===== config.mk =====
export PLATFORM = sky130hd
export DESIGN_NAME = ppu_regs
export DESIGN_NICKNAME = d
export VERILOG_FILES = /design/src/rtl/ppu_pkg.sv /design/src/rtl/ppu_regs.sv
export SDC_FILE = /design/constraint.sdc
export NUM_CORES = 1
export LEC_CHECK = 0
export BUFFER_PORTS_ARGS = -buffer_cell sky130_fd_sc_hd__buf_2
export CAP_MARGIN = 25
export CORE_UTILIZATION = 48
export DETAILED_ROUTE_END_ITERATION = 6
export HOLD_SLACK_MARGIN = 0.1
export PLACE_DENSITY = 0.9
export SETUP_SLACK_MARGIN = 0.1
export SYNTH_ARGS = -nofsm -noshare
export SYNTH_HDL_FRONTEND = slang
export SYNTH_SLANG_ARGS = --single-unit

===== constraint.sdc =====
create_clock -name clock -period 2.8 [get_ports clock]
set_clock_uncertainty 0.15 [all_clocks]
set_input_delay 0.28 -clock clock [delete_from_list [all_inputs] [get_ports clock]]
set_output_delay 0.28 -clock clock [all_outputs]
set_load 0.1 [all_outputs]

===== src/rtl/ppu_pkg.sv =====
package ppu_pkg;

   ////////////////////////////////////////
   // Types
   ////////////////////////////////////////

   typedef logic [15:0] bus_addr_t;
   typedef logic [7:0]  byte_t;
   typedef logic [12:0] vram_addr_t;
   typedef logic [8:0]  dot_t;
   typedef logic [7:0]  line_t;
   typedef logic [7:0]  pixel_x_t;
   typedef logic [1:0]  color_t;

   // Encoded exactly as the STAT mode field
   typedef enum logic [1:0] {
      MODE_HBLANK   = 2'd0,
      MODE_VBLANK   = 2'd1,
      MODE_OAM      = 2'd2,
      MODE_TRANSFER = 2'd3
   } lcd_mode_t;

   // Background fetcher states
   typedef enum logic [2:0] {
      FETCH_IDLE,
      FETCH_MAP,
      FETCH_INDEX,
      FETCH_LOW,
      FETCH_PIXELS
   } fetch_state_t;

   ////////////////////////////////////////
   // Timing
   ////////////////////////////////////////

   localparam int DOT_DIVIDE      = 8;
   localparam int DOTS_PER_LINE   = 456;
   localparam int LINES_PER_FRAME = 154;
   localparam int VISIBLE_LINES   = 144;
   localparam int VISIBLE_WIDTH   = 160;
   localparam int OAM_DOTS        = 80;
   localparam int TRANSFER_DOTS   = 172;
   // One extra column covers a partial tile under fine scroll
   localparam int TILES_PER_LINE  = 21;

   ////////////////////////////////////////
   // Address map
   ////////////////////////////////////////

   localparam bus_addr_t VRAM_BASE  = 16'h8000;
   localparam bus_addr_t VRAM_LIMIT = 16'hA000;

   localparam bus_addr_t REG_LCDC = 16'hFF40;
   localparam bus_addr_t REG_STAT = 16'hFF41;
   localparam bus_addr_t REG_SCY  = 16'hFF42;
   localparam bus_addr_t REG_SCX  = 16'hFF43;
   localparam bus_addr_t REG_LY   = 16'hFF44;
   localparam bus_addr_t REG_LYC  = 16'hFF45;
   localparam bus_addr_t REG_BGP  = 16'hFF47;

   // Offsets inside VRAM
   localparam vram_addr_t MAP_BASE_LOW     = 13'h1800;
   localparam vram_addr_t MAP_BASE_HIGH    = 13'h1C00;
   localparam vram_addr_t DATA_BASE_SIGNED = 13'h1000;

endpackage

===== src/rtl/ppu_regs.sv =====
`timescale 1ns/1ps

module ppu_regs import ppu_pkg::*; (
   input  logic       clock,
   input  logic       reset,
   input  bus_addr_t  bus_addr,
   input  byte_t      bus_wdata,
   input  logic       bus_read,
   input  logic       bus_write,
   output byte_t      bus_rdata,
   input  lcd_mode_t  mode,
   input  line_t      line,
   input  logic       coincidence,
   input  byte_t      vram_rdata,
   output byte_t      lcdc,
   output byte_t      scy,
   output byte_t      scx,
   output byte_t      lyc,
   output byte_t      bgp,
   output logic [3:0] stat_enables,
   output vram_addr_t vram_cpu_addr,
   output byte_t      vram_cpu_wdata,
   output logic       vram_cpu_we
);

   // STAT bits 7..3, bits 2..0 are live status
   logic [4:0] stat_bits;
   logic       in_vram;
   logic       vram_open;
   logic       read_vram;
   byte_t      read_q;

   assign in_vram = (bus_addr >= VRAM_BASE) && (bus_addr < VRAM_LIMIT);
   // Fetcher owns VRAM during transfer
   assign vram_open = (mode != MODE_TRANSFER);

   assign vram_cpu_addr  = vram_addr_t'(bus_addr - VRAM_BASE);
   assign vram_cpu_wdata = bus_wdata;
   assign vram_cpu_we    = bus_write && in_vram && vram_open;

   // Interrupt selects, STAT bits 6..3
   assign stat_enables = stat_bits[3:0];

   ////////////////////////////////////////
   // Register writes
   ////////////////////////////////////////

   always_ff @(posedge clock) begin
      if (reset) begin
         // Display on, background on, unsigned tile data
         lcdc      <= 8'h91;
         stat_bits <= '0;
         scy       <= '0;
         scx       <= '0;
         lyc       <= '0;
         bgp       <= '0;
      end else if (bus_write) begin
         case (bus_addr)
            REG_LCDC: lcdc <= bus_wdata;
            REG_STAT: stat_bits <= bus_wdata[7:3];
            REG_SCY:  scy <= bus_wdata;
            REG_SCX:  scx <= bus_wdata;
            REG_LYC:  lyc <= bus_wdata;
            REG_BGP:  bgp <= bus_wdata;
            // LY is read only
            default: ;
         endcase
      end
   end

   ////////////////////////////////////////
   // Readback
   ////////////////////////////////////////

   // VRAM data arrives one clock after the strobe
   always_ff @(posedge clock) begin
      if (reset) begin
         read_vram <= 1'b0;
      end else if (bus_read) begin
         read_vram <= in_vram && vram_open;
      end
   end

   // Locked VRAM and unmapped space fall to FF
   always_ff @(posedge clock) begin
      if (bus_read) begin
         case (bus_addr)
            REG_LCDC: read_q <= lcdc;
            REG_STAT: read_q <= {stat_bits, coincidence, mode};
            REG_SCY:  read_q <= scy;
            REG_SCX:  read_q <= scx;
            REG_LY:   read_q <= line;
            REG_LYC:  read_q <= lyc;
            REG_BGP:  read_q <= bgp;
            default:  read_q <= 8'hFF;
         endcase
      end
   end

   assign bus_rdata = read_vram ? vram_rdata : read_q;

endmodule


After elaboration in Yosys (flattened, before gate mapping)
Cells that the tools add are included.
{"block": "totals", "register_bits": 54, "inputBits": 47, "out_inout_bits": 74, "wordCells": 31}
{"block": "op_classes", "add_sub_neg": 1, "magnitude_cmp": 2, "eq_ne": 8, "mux": 2, "n_reduce_logical": 10}
{"op": "equality test 16 bit, second input constant", "count": 7}
{"op": "case mux 8 bit (7 select lines)", "count": 1}
{"op": ">= comparator 16 bit, second input constant", "count": 1}
{"op": "< comparator 16 bit, second input constant", "count": 1}
{"op": "subtractor 13 x 1 -> 13 bit, second input constant", "count": 1}
{"op": "AND reduction 2 bit", "count": 6}
{"op": "two-way mux 8 bit", "count": 1}
{"op": "logical AND 1 bit", "count": 4}
{"op": "inequality test 2 bit, second input constant", "count": 1}

Logic depth before layout (Yosys ltp)
{"block": "depth", "ltp_word": 4, "mapped_depth": 5, "depth_no_buf": 4}

Worst setup path after synthesis
OpenSTA, ideal clock, no wires.
{"block": "synth_path", "kind": "input port to flip-flop", "startpoint": "in bus_addr[5]", "endpoint": "reg read_q[0], data pin", "setup_time_ps": 260, "arrival_ps": 1631, "required_ps": 2390, "slack_ps": 759, "cell_stages": 5, "n_path_buf": 1, "path_cell_list": "or4b_4 or4_1 clkbuf_1 nor2_1 a21oi_1"}
{"block": "synth_between", "elab_chain_cells": 2, "word_cells_on_any_way": 8, "cone_classes": "eq/ne (7); mux (1)"}
{"element": "start, declared", "line": "ppu_regs.sv:6", "rtl": "input bus_addr_t bus_addr,"}
{"element": "equality test 16 bit", "line": "ppu_regs.sv:87", "rtl": "case (bus_addr)"}
{"element": "case mux 8 bit (7 select lines) *", "line": "ppu_regs.sv:87"}
{"element": "end signal, assigned", "line": "ppu_regs.sv:88", "rtl": "REG_LCDC: read_q <= lcdc;"}
{"element": "end signal, assigned", "line": "ppu_regs.sv:89", "rtl": "REG_STAT: read_q <= {stat_bits, coincidence, mode};"}
{"element": "end signal, assigned", "line": "ppu_regs.sv:90", "rtl": "REG_SCY: read_q <= scy;"}
{"element": "end, declared", "line": "ppu_regs.sv:31", "rtl": "byte_t read_q;"}
Mark *: on every way between the ends. The rest lies on a longest branch, timed or not.
A chain may end at the register's enable or synchronous reset.

Worst setup path after layout
{"block": "layout_path", "startpoint": "reg read_vram", "endpoint": "out bus_rdata[2]"}
{"block": "layout_between", "elab_chain_cells": 1}
{"element": "start, declared", "line": "ppu_regs.sv:30", "rtl": "logic read_vram;"}
{"element": "start signal, assigned", "line": "ppu_regs.sv:80", "rtl": "read_vram <= in_vram && vram_open;"}
{"element": "two-way mux 8 bit", "line": "ppu_regs.sv:100", "rtl": "assign bus_rdata = read_vram ? vram_rdata : read_q;"}
{"element": "end, declared", "line": "ppu_regs.sv:10", "rtl": "output byte_t bus_rdata,"}
No other way between the ends.

==> results by group <==
Power and ir drop
  • Overall power: roughly 1600 uW
  • Maximum vdd ir drop: approximately 0.00025 V
  • Lkg Pwr: ~0.0017 uW
  • PwrDens: 473.7 nW/um2

STA
  • Final hold violation count: 0
  • Setup TNS Final: 0 ns
  • Worst Setup Slack, final: 0.8014 ns
  • Setup repair after global routing missed its margin: false
  • Period utilization: 71.38%
  • Pins over their slew limit: 0
  • Fmax: 500.4 MHz
  • Worst rel slew slack: slightly above 50%
  • Worst Max-Slew Pin Slew: roughly 0.74 ns
  • Final Critical Period: 1.999 ns
  • Final setup violation count: 0

Global route
  • Largest net degree at the start of global routing: 58
  • First-pass GRT wire length: about 11000 um
  • Gr ovfl total: 0
  • Via count of the first global-routing pass: around 2100
  • Initial antenna violation count: 0
  • GRT Overall Usage: 22.19%

Detailed routing
  • DR vias: approximately 2300
  • WL per Instance: ~16 um
  • Overall routed net length: 7045 um
  • Routed Antenna Nets: 0
  • Initial drt markers: between 100 and 150
  • Avg Vias per Cell: approximately 5.3
  • Remaining DRCs: 0
  • Drt pass-1 iters: 4

Placed design
  • Gpl congestion: about 0.80
  • Pre-CTS setup slack: around 0.48 ns
  • IO Port Bufs: 120
  • Post-DP Area: between 3000 and 4000 um2
  • Half-perimeter wire length after placement: ~5300 um

Floorplan
  • Site Rows: 27
  • Die width: 79.77 um
  • Starting density of the core: 51.15%
  • Die ar.: 6362 um2
  • Die Ht: roughly 80 um
  • I/O Pins: about 120
  • Core area: about 5700 um2

Worst setup path
  • Worst setup EP type: output pin
  • CP Launch Type: flop
  • Crit Path Category: reg -> out
  • Largest fanout on the critical path: 9
  • CP max-delay cell: dfxtp_1
  • Critical path required time: between 2 and 2.5 ns
  • CP Cell Sequence: mux2_2, buf_2
  • Slowest stage delay, CP: roughly 0.57 ns
  • Critical Path Start: read_vram
  • Reg2reg start: scy[2]
  • WP data arrival: around 1.6 ns

CTS
  • CTS Buf Count: 5
  • CTS tree: built
  • Clock Sinks: 54
  • Worst-path clk slew: around 0.11 ns
  • CTS root buf: clkbuf_8
  • Number of post-CTS setup repair buffers: 0
  • Clock tree buffer depth: 2
  • Hold buffer count at CTS: 0
  • Htree depth: 2
  • Clock latency on the worst-skew pair: ~0.32 ns
  • # resized after CTS: 0

Final layout
  • Synthesis-to-layout area growth: 19.22%
  • Diode count: 0
  • Final nets: 405
  • Most frequent cells in the layout: buf_2 (120), nand2b_1 (51), dfxtp_1 (46)
  • Finished Cell Area: 3461 um2
  • Final Core Density: around 60%
  • Share of cells above drive strength 1: ~44%
  • Commonest non-fill, non-tap cell in the layout: buf_2

Min path
  • Min-Delay Path Class: in -> reg
  • Hold path start: bus_wdata[7]

Logic synthesis
  • Post-synth top area cell: dfxtp_1
  • Synthesized netlist net count: between 300 and 400
  • Yosys warns: 0
  • Sequential fraction of the synthesis area: 40.00%
  • Yosys reg bits: 54
  • Yosys cell types: 27
  • Cell count after synthesis: around 270
  • Ys async rst share: 0%
  • Post-synth top area share: 31.72%
  • Top FF cell, synth: dfxtp_1
  • Syn_area_per_cell: approximately 11 um2
  • Largest cells by area after synthesis: dfxtp_1 (32%), mux2i_1 (16%), nand2b_1 (11%), edfxtp_1 (8.3%), buf_4 (6.7%)
  • Synthesized area: 2903 um2
  • Number of synthesized flops with an enable pin: 8

Run status
  • Outcome: finished, final reports clean

Run
  • Max_cap viols: 0
-- cells in the mapped netlist, drive strengths merged (4+ instances only) --
library cell / number
a21oi: 9
buf: 31
clkbuf: 10
dfxtp: 46
edfxtp: 8
mux2: 16
mux2i: 45
mux4: 8
nand2: 4
nand2b: 51
nand3: 4
nor2: 16
o22ai: 8
-- report_power, final --
group | leakage [uW] | internal [uW] | switching (uW) | total, uW
logic | 0.00120 | 76.1 | 231 | 307
registers | 0.000442 | 789 | 2.00 | 791
clock network | 0.0000587 | 271 | 269 | 541
total | 0.00170 | 1140 | 503 | 1640
-- critical path, delay by kind of cell (launching register included) --
family	cells	cell delay (ns)
mux	1	0.39
flops	1	0.57
buf+inv	1	0.29
-- kinds of logic (layout without fill, tap and decap cells) --
kind of cell	Yosys count	count (layout)	share of synthesized area [%]
simple gates	90	90	19.96
mux	69	69	27.93
flops	54	54	40.00
buf+inv	41	129	8.836
compound gates	17	17	3.276
-- sequential cells by signal, summed over array words and instances (netlist names) --
signal,flops
bgp,8
lcdc,8
lyc,8
read_q,8
scx,8
scy,8
stat_bits,5
read_vram,1
-- through the flow --
stage                     hold slack, ns  std cells
final                             0.1132        431
after global routing              0.1148        431
after CTS                         0.1050        431
after detailed placement          0.3306        423
after global placement            0.3127        423
after floorplan                   0.2425        271
-- worst paths after layout --
| check | endpoint | slack [ns] | cells after the start |
|---|---|---|---|
| setup / recovery | bus_rdata[2] | 0.80 | 2 |
| hold / removal | lcdc[7] | 0.11 | 3 |
| setup reg to reg | read_q[2] | 1.41 | 3 |
| hold reg to reg | scx[2] | 0.34 | 2 |
-- per-layer routing --
| layer | vias to the layer above | track usage, % | wire, um |
|---|---|---|---|
| li1 | 1105 | - | - |
| met1 | 1080 | 27.13 | 2953 |
| met2 | 91 | 39.15 | 3563 |
| met3 | 7 | 5.143 | 469 |
| met4 | 0 | 5.536 | 58 |
| met5 | - | 0 | 0 |
-- area by class of cell --
class,instances,area [um2]
Fill cell,488,2215
Multi-Input combinational cell,176,1485
Sequential cell,54,1161
Timing Repair Buffer,121,608.1
Tap cell,72,90.09
Clock buffer,5,68.82
Clock inverter,3,47.55
No activity file was read; power rests on OpenSTA's default activity.
