File: src/rtl/ppu_pkg.sv
package ppu_pkg;

   ////////////////////////////////////////
   // Types
   ////////////////////////////////////////

   typedef logic [15:0] bus_addr_t;
   typedef logic [7:0]  byte_t;
   typedef logic [12:0] vram_addr_t;
   typedef logic [8:0]  dot_t;
   typedef logic [7:0]  line_t;
   typedef logic [7:0]  pixel_x_t;
   typedef logic [1:0]  color_t;

   // Encoded exactly as the STAT mode field
   typedef enum logic [1:0] {
      MODE_HBLANK   = 2'd0,
      MODE_VBLANK   = 2'd1,
      MODE_OAM      = 2'd2,
      MODE_TRANSFER = 2'd3
   } lcd_mode_t;

   // Background fetcher states
   typedef enum logic [2:0] {
      FETCH_IDLE,
      FETCH_MAP,
      FETCH_INDEX,
      FETCH_LOW,
      FETCH_PIXELS
   } fetch_state_t;

   ////////////////////////////////////////
   // Timing
   ////////////////////////////////////////

   localparam int DOT_DIVIDE      = 8;
   localparam int DOTS_PER_LINE   = 456;
   localparam int LINES_PER_FRAME = 154;
   localparam int VISIBLE_LINES   = 144;
   localparam int VISIBLE_WIDTH   = 160;
   localparam int OAM_DOTS        = 80;
   localparam int TRANSFER_DOTS   = 172;
   // One extra column covers a partial tile under fine scroll
   localparam int TILES_PER_LINE  = 21;

   ////////////////////////////////////////
   // Address map
   ////////////////////////////////////////

   localparam bus_addr_t VRAM_BASE  = 16'h8000;
   localparam bus_addr_t VRAM_LIMIT = 16'hA000;

   localparam bus_addr_t REG_LCDC = 16'hFF40;
   localparam bus_addr_t REG_STAT = 16'hFF41;
   localparam bus_addr_t REG_SCY  = 16'hFF42;
   localparam bus_addr_t REG_SCX  = 16'hFF43;
   localparam bus_addr_t REG_LY   = 16'hFF44;
   localparam bus_addr_t REG_LYC  = 16'hFF45;
   localparam bus_addr_t REG_BGP  = 16'hFF47;

   // Offsets inside VRAM
   localparam vram_addr_t MAP_BASE_LOW     = 13'h1800;
   localparam vram_addr_t MAP_BASE_HIGH    = 13'h1C00;
   localparam vram_addr_t DATA_BASE_SIGNED = 13'h1000;

endpackage
File: src/rtl/lcd_timing.sv
`timescale 1ns/1ps

module lcd_timing import ppu_pkg::*; (
   input  logic       clock,
   input  logic       reset,
   input  logic       display_on,
   input  line_t      lyc,
   input  logic [3:0] stat_enables,
   input  logic       vblank_ack,
   input  logic       stat_ack,
   output lcd_mode_t  mode,
   output line_t      line,
   output logic       coincidence,
   output logic       line_start_transfer,
   output logic       vblank_req,
   output logic       stat_req
);

   logic [$clog2(DOT_DIVIDE)-1:0] div;
   dot_t      dot;
   logic      dot_tick;
   lcd_mode_t next_mode;
   logic      entering;
   logic      lyc_hit;
   logic      stat_event;

   assign dot_tick = (div == DOT_DIVIDE - 1);

   ////////////////////////////////////////
   // Dot and line counters
   ////////////////////////////////////////

   // Held at zero while the display is off
   always_ff @(posedge clock) begin
      if (reset || !display_on) begin
         div  <= '0;
         dot  <= '0;
         line <= '0;
      end else begin
         div <= dot_tick ? '0 : div + 1'b1;
         if (dot_tick) begin
            if (dot == DOTS_PER_LINE - 1) begin
               dot  <= '0;
               line <= (line == LINES_PER_FRAME - 1) ? '0 : line + 1'b1;
            end else begin
               dot <= dot + 1'b1;
            end
         end
      end
   end

   // Mode from the counters, registered below
   always_comb begin
      if (!display_on)
         next_mode = MODE_HBLANK;
      else if (line >= VISIBLE_LINES)
         next_mode = MODE_VBLANK;
      else if (dot < OAM_DOTS)
         next_mode = MODE_OAM;
      else if (dot < OAM_DOTS + TRANSFER_DOTS)
         next_mode = MODE_TRANSFER;
      else
         next_mode = MODE_HBLANK;
   end

   // Display switching off raises nothing
   assign entering = display_on && (next_mode != mode);
   // Once per line, first clock of dot 0
   assign lyc_hit  = display_on && (dot == '0) && (div == '0) && (line == lyc);

   assign stat_event = (entering && next_mode == MODE_HBLANK && stat_enables[0])
                    || (entering && next_mode == MODE_VBLANK && stat_enables[1])
                    || (entering && next_mode == MODE_OAM && stat_enables[2])
                    || (lyc_hit && stat_enables[3]);

   assign coincidence = (line == lyc);

   ////////////////////////////////////////
   // Mode and interrupts
   ////////////////////////////////////////

   always_ff @(posedge clock) begin
      if (reset) begin
         mode                <= MODE_HBLANK;
         line_start_transfer <= 1'b0;
         vblank_req          <= 1'b0;
         stat_req            <= 1'b0;
      end else begin
         mode                <= next_mode;
         line_start_transfer <= entering && (next_mode == MODE_TRANSFER);
         // New request beats an ack in the same cycle
         if (entering && next_mode == MODE_VBLANK)
            vblank_req <= 1'b1;
         else if (vblank_ack)
            vblank_req <= 1'b0;
         if (stat_event)
            stat_req <= 1'b1;
         else if (stat_ack)
            stat_req <= 1'b0;
      end
   end

endmodule

File: config.mk
export PLATFORM = sky130hd
export DESIGN_NAME = lcd_timing
export DESIGN_NICKNAME = d
export VERILOG_FILES = /design/src/rtl/ppu_pkg.sv /design/src/rtl/lcd_timing.sv
export SDC_FILE = /design/constraint.sdc
export NUM_CORES = 1
export LEC_CHECK = 0
export BUFFER_PORTS_ARGS = -buffer_cell sky130_fd_sc_hd__buf_2
export CAP_MARGIN = 5
export CORE_ASPECT_RATIO = 0.75
export CORE_MARGIN = 4
export CORE_UTILIZATION = 45
export DETAILED_ROUTE_END_ITERATION = 6
export PLACE_DENSITY = 0.79
export RECOVER_POWER = 100
export SLEW_MARGIN = 20
export SYNTH_ARGS = -nofsm -noshare
export SYNTH_HDL_FRONTEND = slang
export SYNTH_SLANG_ARGS = --single-unit
File: constraint.sdc
create_clock -name clock -period 1.9 [get_ports clock]
set_input_delay 0 -clock clock [delete_from_list [all_inputs] [get_ports clock]]
set_output_delay 0 -clock clock [all_outputs]
set_load 0.01 [all_outputs]
* After elaboration in Yosys (flattened, before gate mapping)
Index checks and enable logic that the tools add are counted.
** Storage, ports and cells
- Flip-flop bits (word level) :: 25
- Latch bits :: 0
- Bits in writable memories :: 0
- Memory bits (read-only) :: 0
- Input port bits :: 17
- Output and inout bits :: 14
- Logic and storage cells :: 55
- Memories kept :: 0
** Operators by class
- Add/sub/neg operators :: 3
- $mul :: 0
- Div/mod/pow operators :: 0
- $lt $le $gt $ge :: 3
- Eq/ne operators :: 8
- Shift-type cells :: 0
- Mux-type cells :: 10
- Bitwise operators :: 0
- Reduce and logical (&&, ||, !) cells :: 24
** Operators with widths (count)
- logical AND 1 bit :: 12
- adder 9 x 1 -> 9 bit (second input constant) :: 1
- equality test 9 bit (second input constant) :: 1
- logical NOT 9 bit :: 1
- less-than comparator 9 x 7 -> 1 bit (second input constant) :: 1
- less-than comparator 9 x 8 -> 1 bit (second input constant) :: 1
- two-way mux 9 bit :: 1
- adder 8 x 1 -> 8 bit (second input constant) :: 1
- equality test 8 bit :: 1
- equality test 8 bit (second input constant) :: 1
- greater-or-equal comparator 8 bit (second input constant) :: 1
- two-way mux 2 bit :: 4
- two-way mux 8 bit :: 1
- equality test 2 bit (second input constant) :: 2
- logical OR 1 bit :: 4
- two-way mux 1 bit :: 4
- nonzero test 2 bit :: 2
- adder 3 x 1 -> 3 bit (second input constant) :: 1
- equality test 3 bit (second input constant) :: 1
- logical NOT 3 bit :: 1
- equality test 2 x 1 -> 1 bit (second input constant) :: 1
- logical NOT 2 bit :: 1
- != test 2 bit :: 1
- AND reduction 2 bit :: 1
- other kinds (2) :: 2

* Longest topological paths before layout
- Depth after elaboration :: 13
- Gate-level depth with buffers :: 8
- Depth with buffers taken out :: 7

* Worst setup path after synthesis
Ideal clock, no wire load.
- Kind :: register to register
- From :: register div[0]
- To :: register line[3]
- Arrival :: 1.591 ns
- Data required time :: 1.830 ns
- Path slack :: 0.239 ns
- Cell stages (with the launch flop) :: 8
- Path buffers :: 1
- Period minus slack after synthesis :: 1.661 ns
- Path through :: dfxtp_1 ha_1 ha_1 buf_4 and3_2 nand4_4 or3_1 a21oi_1
** On the way
- Longest elaborated chain between the ends :: 2
** Ends and longest elaborated chain
- start, declared :: RTL line lcd_timing.sv:19 : logic [$clog2(DOT_DIVIDE)-1:0] div;
- start signal, assigned :: RTL line lcd_timing.sv:40 : div <= dot_tick ? '0 : div + 1'b1;
- equality test 3 bit :: RTL line lcd_timing.sv:27 : assign dot_tick = (div == DOT_DIVIDE - 1);
- AND reduction 2 bit (no source line)
- end signal, assigned :: RTL line lcd_timing.sv:44 : line <= (line == LINES_PER_FRAME - 1) ? '0 : line + 1'b1;
- end, declared :: RTL line lcd_timing.sv:12 : output line_t line,
Every way passes these cells.
A chain may end at the register's enable or synchronous reset.

* Worst setup path in the final report
- From :: register div[0]
- To :: register line[5]
The elaborated chain is that of the path after synthesis.

==> summary.md <==
| Metric | Value |
|---|---|
| N_diodes | `0` |
| Fin crit period | `1.67 ns` |
| Die area | `0.00403 mm^2` |
| Number of gates resized after CTS | `0` |
| Vias | `1,212` |
| Data required time at the worst endpoint | `2.06 ns` |
| Cell taking the most area after synthesis | `dfxtp_1` |
| Vias/cell | `5.20` |
| Post-CTS Setup Inserts | `0` |
| Ranking of synthesized cells by area | `dfxtp_1 (36%), xnor2_1 (9.5%), ha_1 (7.2%)` |
| Remaining DRCs | `0` |
| Worst Path Buf+Inv | `0` |
| Worst setup path category | `flop to flop` |
| Leak Pwr | `about 0.59 nW` |
| Initial antenna violation count | `0` |
| Die H | `56.0 um` |
| Primary FF master, synth | `dfxtp_1` |
| CTS clk-pin slew, worst paths | `0.09 ns` |
| Yosys reg bits | `25` |
| Cell family with most CP delay | `simple AND/OR/NAND/NOR gates` |
| Hold Crit Class | `input pin to flop` |
| CTS Buf Count | `3` |
| Largest net degree at the start of global routing | `16` |
| Global route total overflow | `0` |
| Critical path's most frequent cell | `ha_1` |
| Cell area after synthesis | `0.00138 mm^2` |
| Critical path peak fanout | `8` |
| FP Rows | `17` |
| I/O Buffers | `30` |
| Synth Area per Inst | `8.69 um^2` |
| Syn nets | `184` |
| # nets final | `221` |
| CP endpoint kind | `flop` |
| Post-synthesis sequential area ratio | `36.2%` |
| RSZ-0062 raised after global routing | `no` |
| Slew margin rel. | `between 60% and 70%` |
| R2R depth | `7` |
| Count of TritonRoute iterations in the first routing pass | `4` |
| Chip width | `just over 70 um` |
| Total wire length | `2920 um` |
| Core footprint | `between 0.002 and 0.003 mm^2` |
| Worst path depth | `7` |
| Worst path max stage delay | `0.37 ns` |
| Top-count cell post-synth | `dfxtp_1` |
| Finished Layout Cells | `233` |
| Clk_skew | `0.00433 ns` |
| Total negative slack | `0 ns` |
| First-pass GRT wire length | `5030 um` |
| Final Slew Violations | `0` |
| Final critical-path share of the clock period | `a little under 90%` |
| Placed insts | `228` |
| CTS HTree Levels | `1` |
| Syn Inst Count | `159` |
| Dpl ws | `~0.24 ns` |
| Final setup fails | `0` |
| Slowest CP cell | `dfxtp_1` |
| Fraction of registers with async set/reset | `0%` |
| Post-synthesis cell type count | `38` |
| Skew-Pair Late Insertion Delay | `0.27 ns` |
| Area grow syn2layout | `17.4%` |
| Slew @ Worst Pin | `0.546 ns` |
| Post-DRT Antenna Nets | `0` |
| GPL Wtd Cong | `0.821` |
| Clock sinks | `25` |
| VDD IR max | `0.305 mV` |
| Routed len/inst | `12.5 um` |
| Synth top area share | `36.2%` |
| Clk root buf | `clkbuf_8` |
| # Max-Cap Violations | `0` |
| Starting DRT DRC Count | `44` |
| Startpoint class of the critical path | `flop` |
| Final WS setup | `0.226 ns` |
| CTS tree | `yes` |
| PwrDens | `563 mW/mm^2` |
| Vias in the first global route | `about 1,200` |
| Hold depth | `4` |
| Fin. Hold Viols | `0` |
| Fraction of layout cells with a size suffix above 1 | `15.4%` |
| DP HPWL | `2190 um` |
| # IOs | `31` |
| GRT Util Overall | `between 15 and 20%` |
| Synth warn | `0` |
| CTS Buffer Depth | `2` |
| CP Cell Sequence | `ha_1, ha_1, and3_2, nand4_4, nor3_1, xnor2_1, nor2_1` |
| Outcome | `finished, final reports clean` |
| Number of synthesized flops with an enable pin | `0` |
| Starting Density | `between 40 and 50%` |
| Crit path DAT | `1.83 ns` |
| Max Clk Rate | `0.597 GHz` |
| Post-synth top cells | `dfxtp_1 (25), nor2_1 (18), xnor2_1 (15)` |
[through the flow]
step	total power (W)	util, %	instance area (um^2)	hold slack (ns)
after floorplan	0.000575	-	1380	0.0724
after global placement	0.000603	54.1	1590	0.214
after detailed placement	0.000604	54.1	1590	0.227
after CTS	0.000928	56.1	1650	0.0110
after global routing	0.000960	55.2	1620	0.0490
final	0.000914	55.2	1620	0.0153
[layout by cell type (no fill, tap or decap), types with 2 or more instances in the layout]
cell,instances
a21oi_1,8
and3_1,2
buf_2,18
buf_4,3
clkbuf_1,15
clkbuf_8,3
dfxtp_1,25
ha_1,8
inv_1,9
nand2_1,11
nand2b_1,5
nand3_1,3
nand4_1,8
nor2_1,18
nor3_1,6
nor3b_1,3
o21ai_0,6
o31a_1,2
or3_1,3
xnor2_1,15
xor2_1,6
[area by class of cell]
class / count / area (um^2)
clock buffers: 3 / 41.3
repair buffers: 37 / 179
inverters: 9 / 33.8
well taps: 38 / 47.5
fillers: 297 / 1310
clock inverters: 1 / 7.51
flip-flops and latches: 25 / 500
multi-input cells: 120 / 812
[tightest hold or removal path, delay by kind of cell]
kind            cells  cell delay [ns]
simple gates        1             0.08
compound gates      1             0.04
buf+inv             2             0.13
[path summary, 6_finish.rpt]
kind,end,slack [ns],start
setup / recovery,line[5],0.23,div[0]
hold / removal,vblank_req,0.02,vblank_ack
setup reg to reg,line[5],0.23,div[0]
hold reg to reg,div[0],0.47,div[0]
[metal layers]
metal | part of all wire, % | up-vias | GRT usage [%]
met4 | 1.1 | 0 | 4.02
met3 | 6.2 | 7 | 5.23
met1 | 49 | 559 | 20.8
li1 | - | 620 | -
met2 | 44 | 26 | 23.4
met5 | 0 | - | 0
[registers in the layout, indices dropped and copies added (netlist names)]
| name | flops |
|---|---|
| vblank_req | 1 |
| dot | 9 |
| line_start_transfer | 1 |
| mode | 2 |
| stat_req | 1 |
| line | 8 |
| div | 3 |
[report_power, final]
| group | total [W] | leakage (nW) | switching, W | internal [W] |
|---|---|---|---|---|
| registers | 0.000531 | 0.202 | 0.00000311 | 0.000528 |
| logic | 0.0000619 | 0.365 | 0.0000297 | 0.0000322 |
| clock network | 0.000321 | 0.0217 | 0.000172 | 0.000149 |
| total | 0.000914 | 0.589 | 0.000205 | 0.000709 |
[cells by family after synthesis]
kind of cell / after synthesis / synth area share [%]
buffers and inverters: 14 / 4.98
xor gates and xnor gates: 21 / 13.3
AOI/OAI and AO/OA: 20 / 9.06
muxes: 1 / 0.725
adders and majority gates: 8 / 7.25
DFF: 25 / 36.2
and+or+nand+nor: 70 / 28.4
[timing repair]
item / CTS / global route
setup endpoints to repair: 0 / 0
hold buffers: 1 / 0
endpoints found under the hold margin: 2 / 0
Note: power is estimated with default switching activity, not from simulation.
