$ cat src/rtl/ppu_pkg.sv
package ppu_pkg;

   ////////////////////////////////////////
   // Types
   ////////////////////////////////////////

   typedef logic [15:0] bus_addr_t;
   typedef logic [7:0]  byte_t;
   typedef logic [12:0] vram_addr_t;
   typedef logic [8:0]  dot_t;
   typedef logic [7:0]  line_t;
   typedef logic [7:0]  pixel_x_t;
   typedef logic [1:0]  color_t;

   // Encoded exactly as the STAT mode field
   typedef enum logic [1:0] {
      MODE_HBLANK   = 2'd0,
      MODE_VBLANK   = 2'd1,
      MODE_OAM      = 2'd2,
      MODE_TRANSFER = 2'd3
   } lcd_mode_t;

   // Background fetcher states
   typedef enum logic [2:0] {
      FETCH_IDLE,
      FETCH_MAP,
      FETCH_INDEX,
      FETCH_LOW,
      FETCH_PIXELS
   } fetch_state_t;

   ////////////////////////////////////////
   // Timing
   ////////////////////////////////////////

   localparam int DOT_DIVIDE      = 8;
   localparam int DOTS_PER_LINE   = 456;
   localparam int LINES_PER_FRAME = 154;
   localparam int VISIBLE_LINES   = 144;
   localparam int VISIBLE_WIDTH   = 160;
   localparam int OAM_DOTS        = 80;
   localparam int TRANSFER_DOTS   = 172;
   // One extra column covers a partial tile under fine scroll
   localparam int TILES_PER_LINE  = 21;

   ////////////////////////////////////////
   // Address map
   ////////////////////////////////////////

   localparam bus_addr_t VRAM_BASE  = 16'h8000;
   localparam bus_addr_t VRAM_LIMIT = 16'hA000;

   localparam bus_addr_t REG_LCDC = 16'hFF40;
   localparam bus_addr_t REG_STAT = 16'hFF41;
   localparam bus_addr_t REG_SCY  = 16'hFF42;
   localparam bus_addr_t REG_SCX  = 16'hFF43;
   localparam bus_addr_t REG_LY   = 16'hFF44;
   localparam bus_addr_t REG_LYC  = 16'hFF45;
   localparam bus_addr_t REG_BGP  = 16'hFF47;

   // Offsets inside VRAM
   localparam vram_addr_t MAP_BASE_LOW     = 13'h1800;
   localparam vram_addr_t MAP_BASE_HIGH    = 13'h1C00;
   localparam vram_addr_t DATA_BASE_SIGNED = 13'h1000;

endpackage
$ cat src/rtl/bg_fetcher.sv
`timescale 1ns/1ps

module bg_fetcher import ppu_pkg::*; (
   input  logic       clock,
   input  logic       reset,
   input  logic       start,
   input  line_t      line,
   input  byte_t      scx,
   input  byte_t      scy,
   input  byte_t      lcdc,
   input  byte_t      fetch_rdata,
   output vram_addr_t fetch_addr,
   output logic       buf_we,
   output pixel_x_t   buf_addr,
   output color_t     buf_color,
   output logic       fetch_done
);

   fetch_state_t state;
   logic [4:0]   col;
   logic [2:0]   bit_idx;
   byte_t        tile_num;
   byte_t        low_byte;
   byte_t        bg_y;
   logic [4:0]   map_col;
   vram_addr_t   map_addr;
   byte_t        tile_sel;
   vram_addr_t   row_addr;
   logic [8:0]   screen_x;
   logic         last_pixel;

   ////////////////////////////////////////
   // Address generation
   ////////////////////////////////////////

   // Background row, wraps at 256
   assign bg_y    = scy + line;
   // Map column wraps at 32
   assign map_col = scx[7:3] + col;
   assign map_addr = (lcdc[3] ? MAP_BASE_HIGH : MAP_BASE_LOW)
                   + vram_addr_t'({bg_y[7:3], map_col});

   // Tile number straight off the RAM in the index state
   assign tile_sel = (state == FETCH_INDEX) ? fetch_rdata : tile_num;

   // Unsigned from 0, signed around the centre
   always_comb begin
      if (lcdc[4])
         row_addr = {1'b0, tile_sel, bg_y[2:0], 1'b0};
      else
         row_addr = DATA_BASE_SIGNED + {tile_sel[7], tile_sel, 4'b0000}
                  + {bg_y[2:0], 1'b0};
   end

   // High byte address held through the pixel writes
   always_comb begin
      case (state)
         FETCH_MAP:   fetch_addr = map_addr;
         FETCH_INDEX: fetch_addr = row_addr;
         default:     fetch_addr = row_addr + 13'd1;
      endcase
   end

   ////////////////////////////////////////
   // Pixel writes
   ////////////////////////////////////////

   // Fine scroll shifts the whole line left
   assign screen_x  = {1'b0, col, bit_idx} - {6'b0, scx[2:0]};
   assign buf_addr  = screen_x[7:0];
   assign buf_we    = (state == FETCH_PIXELS) && (screen_x < VISIBLE_WIDTH);
   // Leftmost pixel in bit 7, colour 0 with background off
   assign buf_color = lcdc[0] ? {fetch_rdata[3'd7 - bit_idx], low_byte[3'd7 - bit_idx]}
                              : 2'b00;

   assign last_pixel = (state == FETCH_PIXELS) && (bit_idx == 3'd7)
                    && (col == TILES_PER_LINE - 1);

   always_ff @(posedge clock) begin
      if (reset) begin
         state      <= FETCH_IDLE;
         col        <= '0;
         bit_idx    <= '0;
         fetch_done <= 1'b0;
      end else begin
         fetch_done <= last_pixel;
         case (state)
            FETCH_IDLE: begin
               if (start) begin
                  col   <= '0;
                  state <= FETCH_MAP;
               end
            end
            FETCH_MAP:   state <= FETCH_INDEX;
            FETCH_INDEX: state <= FETCH_LOW;
            FETCH_LOW: begin
               bit_idx <= '0;
               state   <= FETCH_PIXELS;
            end
            FETCH_PIXELS: begin
               bit_idx <= bit_idx + 1'b1;
               if (bit_idx == 3'd7) begin
                  col <= col + 1'b1;
                  if (col == TILES_PER_LINE - 1)
                     state <= FETCH_IDLE;
                  else
                     state <= FETCH_MAP;
               end
            end
            default: state <= FETCH_IDLE;
         endcase
      end
   end

   // Tile number and low plane
   always_ff @(posedge clock) begin
      if (state == FETCH_INDEX) begin
         tile_num <= fetch_rdata;
      end
      if (state == FETCH_LOW) begin
         low_byte <= fetch_rdata;
      end
   end

endmodule

$ cat config.mk
export PLATFORM = sky130hd
export DESIGN_NAME = bg_fetcher
export DESIGN_NICKNAME = d
export VERILOG_FILES = /design/src/rtl/ppu_pkg.sv /design/src/rtl/bg_fetcher.sv
export SDC_FILE = /design/constraint.sdc
export NUM_CORES = 1
export LEC_CHECK = 0
export BUFFER_PORTS_ARGS = -buffer_cell sky130_fd_sc_hd__buf_4
export CORE_UTILIZATION = 34
export DETAILED_ROUTE_END_ITERATION = 16
export GPL_TIMING_DRIVEN = 0
export SETUP_SLACK_MARGIN = 0.02
export SKIP_CTS_REPAIR_TIMING = 1
export SYNTH_ARGS = -nofsm -noshare
export SYNTH_HDL_FRONTEND = slang
export SYNTH_SLANG_ARGS = --single-unit
$ cat constraint.sdc
create_clock -name clock -period 6.57 [get_ports clock]
set_clock_uncertainty 0.15 [all_clocks]
set_input_delay 0.9855 -clock clock [delete_from_list [all_inputs] [get_ports clock]]
set_output_delay 0.9855 -clock clock [all_outputs]
set_load 0.1 [all_outputs]
* Yosys cells after proc, flatten, opt, wreduce, memory -nomap -nowiden
Index checks and enable logic that the tools add are counted.
** Operators by class
- $add $sub $neg :: 10
- $lt $le $gt $ge :: 2
- Eq/ne operators :: 8
- Muxes and demuxes :: 17
- Reductions and logical operators :: 8
** Operators with widths (number)
- $pmux 13 s2 :: 1
- $pmux 3 s5 :: 1
- $add 12x11->13 :: 1
- $add 13x1->13 const B :: 1
- $add 13x13->13 const A :: 1
- $add 13x4->13 :: 1
- $mux 13 :: 1
- $mux 11 :: 1
- $mux 5 :: 2
- $pmux 5 s2 :: 1
- $lt 9x8->1 const B :: 1
- $sub 8x3->9 :: 1
- $add 8x8->8 :: 1
- $mux 8 :: 1
- $bmux 1 s3 :: 2
- $eq 3x2->1 const B :: 2
- $eq 3x3->1 const B :: 2
- $mux 3 :: 2
- $pmux 3 s2 :: 1
- $add 5x1->5 const B :: 1
- $add 5x5->5 :: 1
- $eq 5x5->1 const B :: 1
- $lt 3x4->1 const B :: 1
- $reduce_bool 2->1 :: 2
- 11 further kinds :: 15
** Word-level totals
- Register bits after elaboration :: 28
- Input bits :: 43
- Output and inout bits :: 25
- Word-level logic and storage cells :: 51

* Depth between registers and ports, before layout
- Word-level depth :: 7
- Gate-level depth with buffers :: 8
- Depth with buffers taken out :: 7

* Worst setup path after synthesis
OpenSTA, ideal clock, no wires.
- Path kind :: input-to-output
- Start :: in scx[3]
- End :: out fetch_addr[4]
- Data arrival time :: 4196 ps
- Required time :: 5434 ps
- Path slack :: 1239 ps
- Cell stages on the path :: 7
- Path buffers :: 0
- Cell sequence :: ha_1 -> inv_1 -> fa_1 -> nor2b_1 -> o21ai_0 -> and4_1 -> a211oi_1
** On the way
- Word-level cells in the longest chain between the ends :: 3
** Ends and longest elaborated chain
- start, declared :: line bg_fetcher.sv:8 : input byte_t scx,
- $add 5x5->5 :: line bg_fetcher.sv:39 : assign map_col = scx[7:3] + col;
- $add 12x11->13 :: line bg_fetcher.sv:41 : + vram_addr_t'({bg_y[7:3], map_col});
- $pmux 13 s2 :: line bg_fetcher.sv:57 : case (state)
- end, declared :: line bg_fetcher.sv:12 : output vram_addr_t fetch_addr,
Every way passes these cells.

* Worst setup path in the final report
- Start :: in line[0]
- End :: out fetch_addr[8]
** On the way
- Word-level cells in the longest chain between the ends :: 5
- Elaborated cells on any way between the ends :: 6
- Classes of those cells :: add/sub (4); mux (2)
** Ends and longest elaborated chain
- start, declared :: line bg_fetcher.sv:7 : input line_t line,
- $add 8x8->8 (*) :: line bg_fetcher.sv:37 : assign bg_y = scy + line;
- $add 13x4->13 :: line bg_fetcher.sv:52 : + {bg_y[2:0], 1'b0};
- $mux 13 :: line bg_fetcher.sv:48 : if (lcdc[4])
- $add 13x1->13 :: line bg_fetcher.sv:60 : default: fetch_addr = row_addr + 13'd1;
- $pmux 13 s2 (*) :: line bg_fetcher.sv:57
Every way passes the cells marked *; elsewhere a longest branch is shown, timed or not.

==> metrics.md <==
| Metric | Value |
|---|---|
| Max-Cap Viols | 0 |
| Mean area per synthesized cell | 9.20 um^2 |
| Final instance area | 2700 um^2 |
| Pwr per Cell Area | 320 nW/um^2 |
| First-pass GRT wire length | 7450 um |
| CP Capture Type | output pin |
| DRT Wirelength | 4510 um |
| Pint | 392 uW |
| Grt ovf | 0 |
| Area grow syn2layout | 28.4% |
| Final ANT Viol Nets | 0 |
| CP Max Fanout | 3 |
| Initial core utilization | 35.4% |
| Syn Inst Count | 228 |
| Hold Path Sink | tile_num[6] |
| Initial DRC count | 71 |
| Skew-Pair Late Insertion Delay | 0.27 ns |
| Site Rows | 28 |
| Peak Freq | 258 MHz |
| Max VDD drop | 0.000266 V |
| Synthesized net count | 292 |
| Via density | 4.88 |
| Max Root-Sink Buffers | 2 |
| WHS Path Cells | 2 |
| Vias in the first global route | 1600 |
| Reg2Reg Depth | 5 |
| Endpoints failing hold | 0 |
| Sequential power share | 25.1% |
| Gpl congestion | 0.742 |
| Final TNS setup | 0 ns |
| Simple-gate share of the synthesized area | 18.7% |
| Number of synthesized flops with an enable pin | 8 |
| Switching power total | 472 uW |
| Clk pwr share | 11.0% |
| CP Launch Type | primary input |
| Yosys cell types | 51 |
| Core area | 5920 um^2 |
| Vias | 1797 |
| Synth Warn # | 0 |
| Min-delay src | tile_num[6] |
| Worst setup path category | primary input to output pin |
| Post-synth ARST share | 0% |
| GRT Resource Usage Total | 14.7% |
| Dpl cell area | 2650 um^2 |
| Post-synthesis sequential area ratio | 30.5% |
| Most frequent cells in the layout | 63 x buf_4, 20 x dfxtp_1, 18 x ha_1, 17 x nand2_1, 17 x nor2_1 |
| Crit Reg-Reg Startpoint | state[2] |
| HPWL after DPL | 3650 um |
| Internal reg-to-reg setup slack | 4.88 ns |
| Terminus of the critical flop-to-flop path | bit_idx[1] |
| Largest cells by area after synthesis | dfxtp_1 19%, edfxtp_1 11%, ha_1 11% |
| Commonest non-fill, non-tap cell in the layout | buf_4 |
| Die width | 80.6 um |
| Slew @ Worst Pin | 0.780 ns |
| FF+latch count, synth | 28 |
| Status | complete, no violations |
| Post-Synth Adder-Cell Area | 13.6% |
| Leakage | 0.00116 uW |
| Placed cells | 364 |
| # diodes | 0 |
| TritonCTS buffer count | 3 |
| DR WL/cell | 12.3 um |
| Sw Share | 54.6% |
| CTS tree | built |
| Final setup fails | 0 |
| Root Driver | clkbuf_8 |
| Combinational fraction of design power | 63.8% |
| Die ar. | 6490 um^2 |
| Main combinational cell family by area after synthesis | simple AND/OR/NAND/NOR gates |
| WP data arrival | 2.74 ns |
| H-tree levels | 1 |
| # DRC | 0 |
| Hold Path Class | flip-flop to flip-flop |
| Synth Area in Compound Gates | 14.9% |
| Number of nets in the layout | 358 |
| Non-Filler Instances | 368 |
| Mux cell area share after synthesis | 9.96% |
| Top cell type's share of synthesized area | 19.1% |
| Antenna violations before repair | 0 |
| Clk sinks | 28 |
| Share of layout cells above drive strength 1 | 29.7% |
| Iteration count of the initial detailed-routing pass | 4 |
| Synth Flop Type | dfxtp_1 |
| Final period util | 59.0% |
| XOR/XNOR share of the synthesized area | 6.26% |
| Largest area contributor in the netlist | dfxtp_1 |
| DIE HEIGHT | 80.6 um |
| Synthesized area | 2100 um^2 |
| RSZ-0062 raised after global routing | false |
| Total power | 863 uW |
| I/O pins | 68 |
| Clock slew at reported path FFs | 0.09 ns |
| Min Tclk post-route | 3.87 ns |
| Port Buffers | 61 |
| Largest net degree at the start of global routing | 16 |
| Worst EP required | 5.43 ns |
| Max-slew violations | 0 |
| Slew margin rel. | 47.9% |
[Yosys cell counts, types with 3 or more instances]
cell type	n
nand2_1	17
dfxtp_1	20
mux2_2	7
inv_1	16
xor2_1	9
buf_2	3
mux4_2	4
nand3_1	10
clkbuf_1	7
a21o_1	4
o21ai_0	13
a21oi_1	6
o211ai_1	3
ha_1	18
fa_1	3
nor2_1	17
a211oi_1	5
mux2i_1	4
nor2b_1	5
edfxtp_1	8
or4_1	3
nor3_1	3
nand2b_1	3
xnor2_1	6
[per-layer routing]
| layer | share of wire [%] | vias up | global-route usage, % | routed length (um) |
|---|---|---|---|---|
| li1 | - | 944 | - | - |
| met1 | 51 | 812 | 21.2 | 2300 |
| met2 | 43 | 37 | 22.7 | 1950 |
| met3 | 4.3 | 4 | 1.36 | 194 |
| met4 | 1.5 | 0 | 5.36 | 67 |
| met5 | 0 | - | 0 | 0 |
[per-stage QoR]
step                utilization (%)  worst slack [ns]  hold WS, ns
finish                         45.5              2.70        0.339
global route                   45.5              2.58        0.359
CTS                            45.5              2.69        0.335
detailed placement             44.8              2.71        0.317
global placement               44.8              2.69        0.286
floorplan                         -              1.24        0.270
[logic make-up after synthesis]
family | count (synthesis)
flip-flops | 28
XOR/XNOR | 15
adder cells (fa/ha/maj) | 21
AND/OR/NAND/NOR | 74
buffers and inverters | 29
AO/OA/AOI/OAI | 46
multiplexers | 15
[layout make-up]
| type | count | area (um^2) |
|---|---|---|
| multi-input cells | 171 | 1330 |
| plain buffers | 13 | 67.6 |
| fillers | 575 | 3230 |
| well taps | 75 | 93.8 |
| repair buffers | 61 | 458 |
| clock buffers | 3 | 41.3 |
| flip-flops and latches | 28 | 641 |
| inverters | 16 | 60.1 |
| clock inverters | 1 | 3.75 |
[how the worst max path moves through the flow]
| stage | start | endpoint | slack, ns |
|---|---|---|---|
| 2_1_floorplan | scx[3] | fetch_addr[4] | 1.24 |
| 3_3_place_gp | line[0] | fetch_addr[8] | 2.69 |
| 3_5_place_dp | line[0] | fetch_addr[8] | 2.71 |
| 4_1_cts | line[0] | fetch_addr[8] | 2.69 |
| 5_1_grt | line[0] | fetch_addr[8] | 2.58 |
| 6_report | line[0] | fetch_addr[8] | 2.70 |
[sequential cells by signal (all words and copies together) (netlist names)]
signal / count
low_byte: 8
fetch_done: 1
tile_num: 8
state: 3
col: 5
bit_idx: 3
[worst max-delay path, cell delays in order]
cell,delay [ns]
buf_4,0.11
ha_1,0.23
fa_1,0.43
a211oi_1,0.29
o21bai_1,0.15
mux2i_1,0.15
nor2_2,0.11
buf_4,0.29
[power by group through the flow]
stage	Combinational [uW]	Clock (uW)	Sequential, uW
after CTS	554	96.9	217
after detailed placement	553	0	221
after global placement	550	0	220
final	551	95.3	217
after global routing	583	102	220
after floorplan	441	0	219
Power figures use the tool's default switching activity.
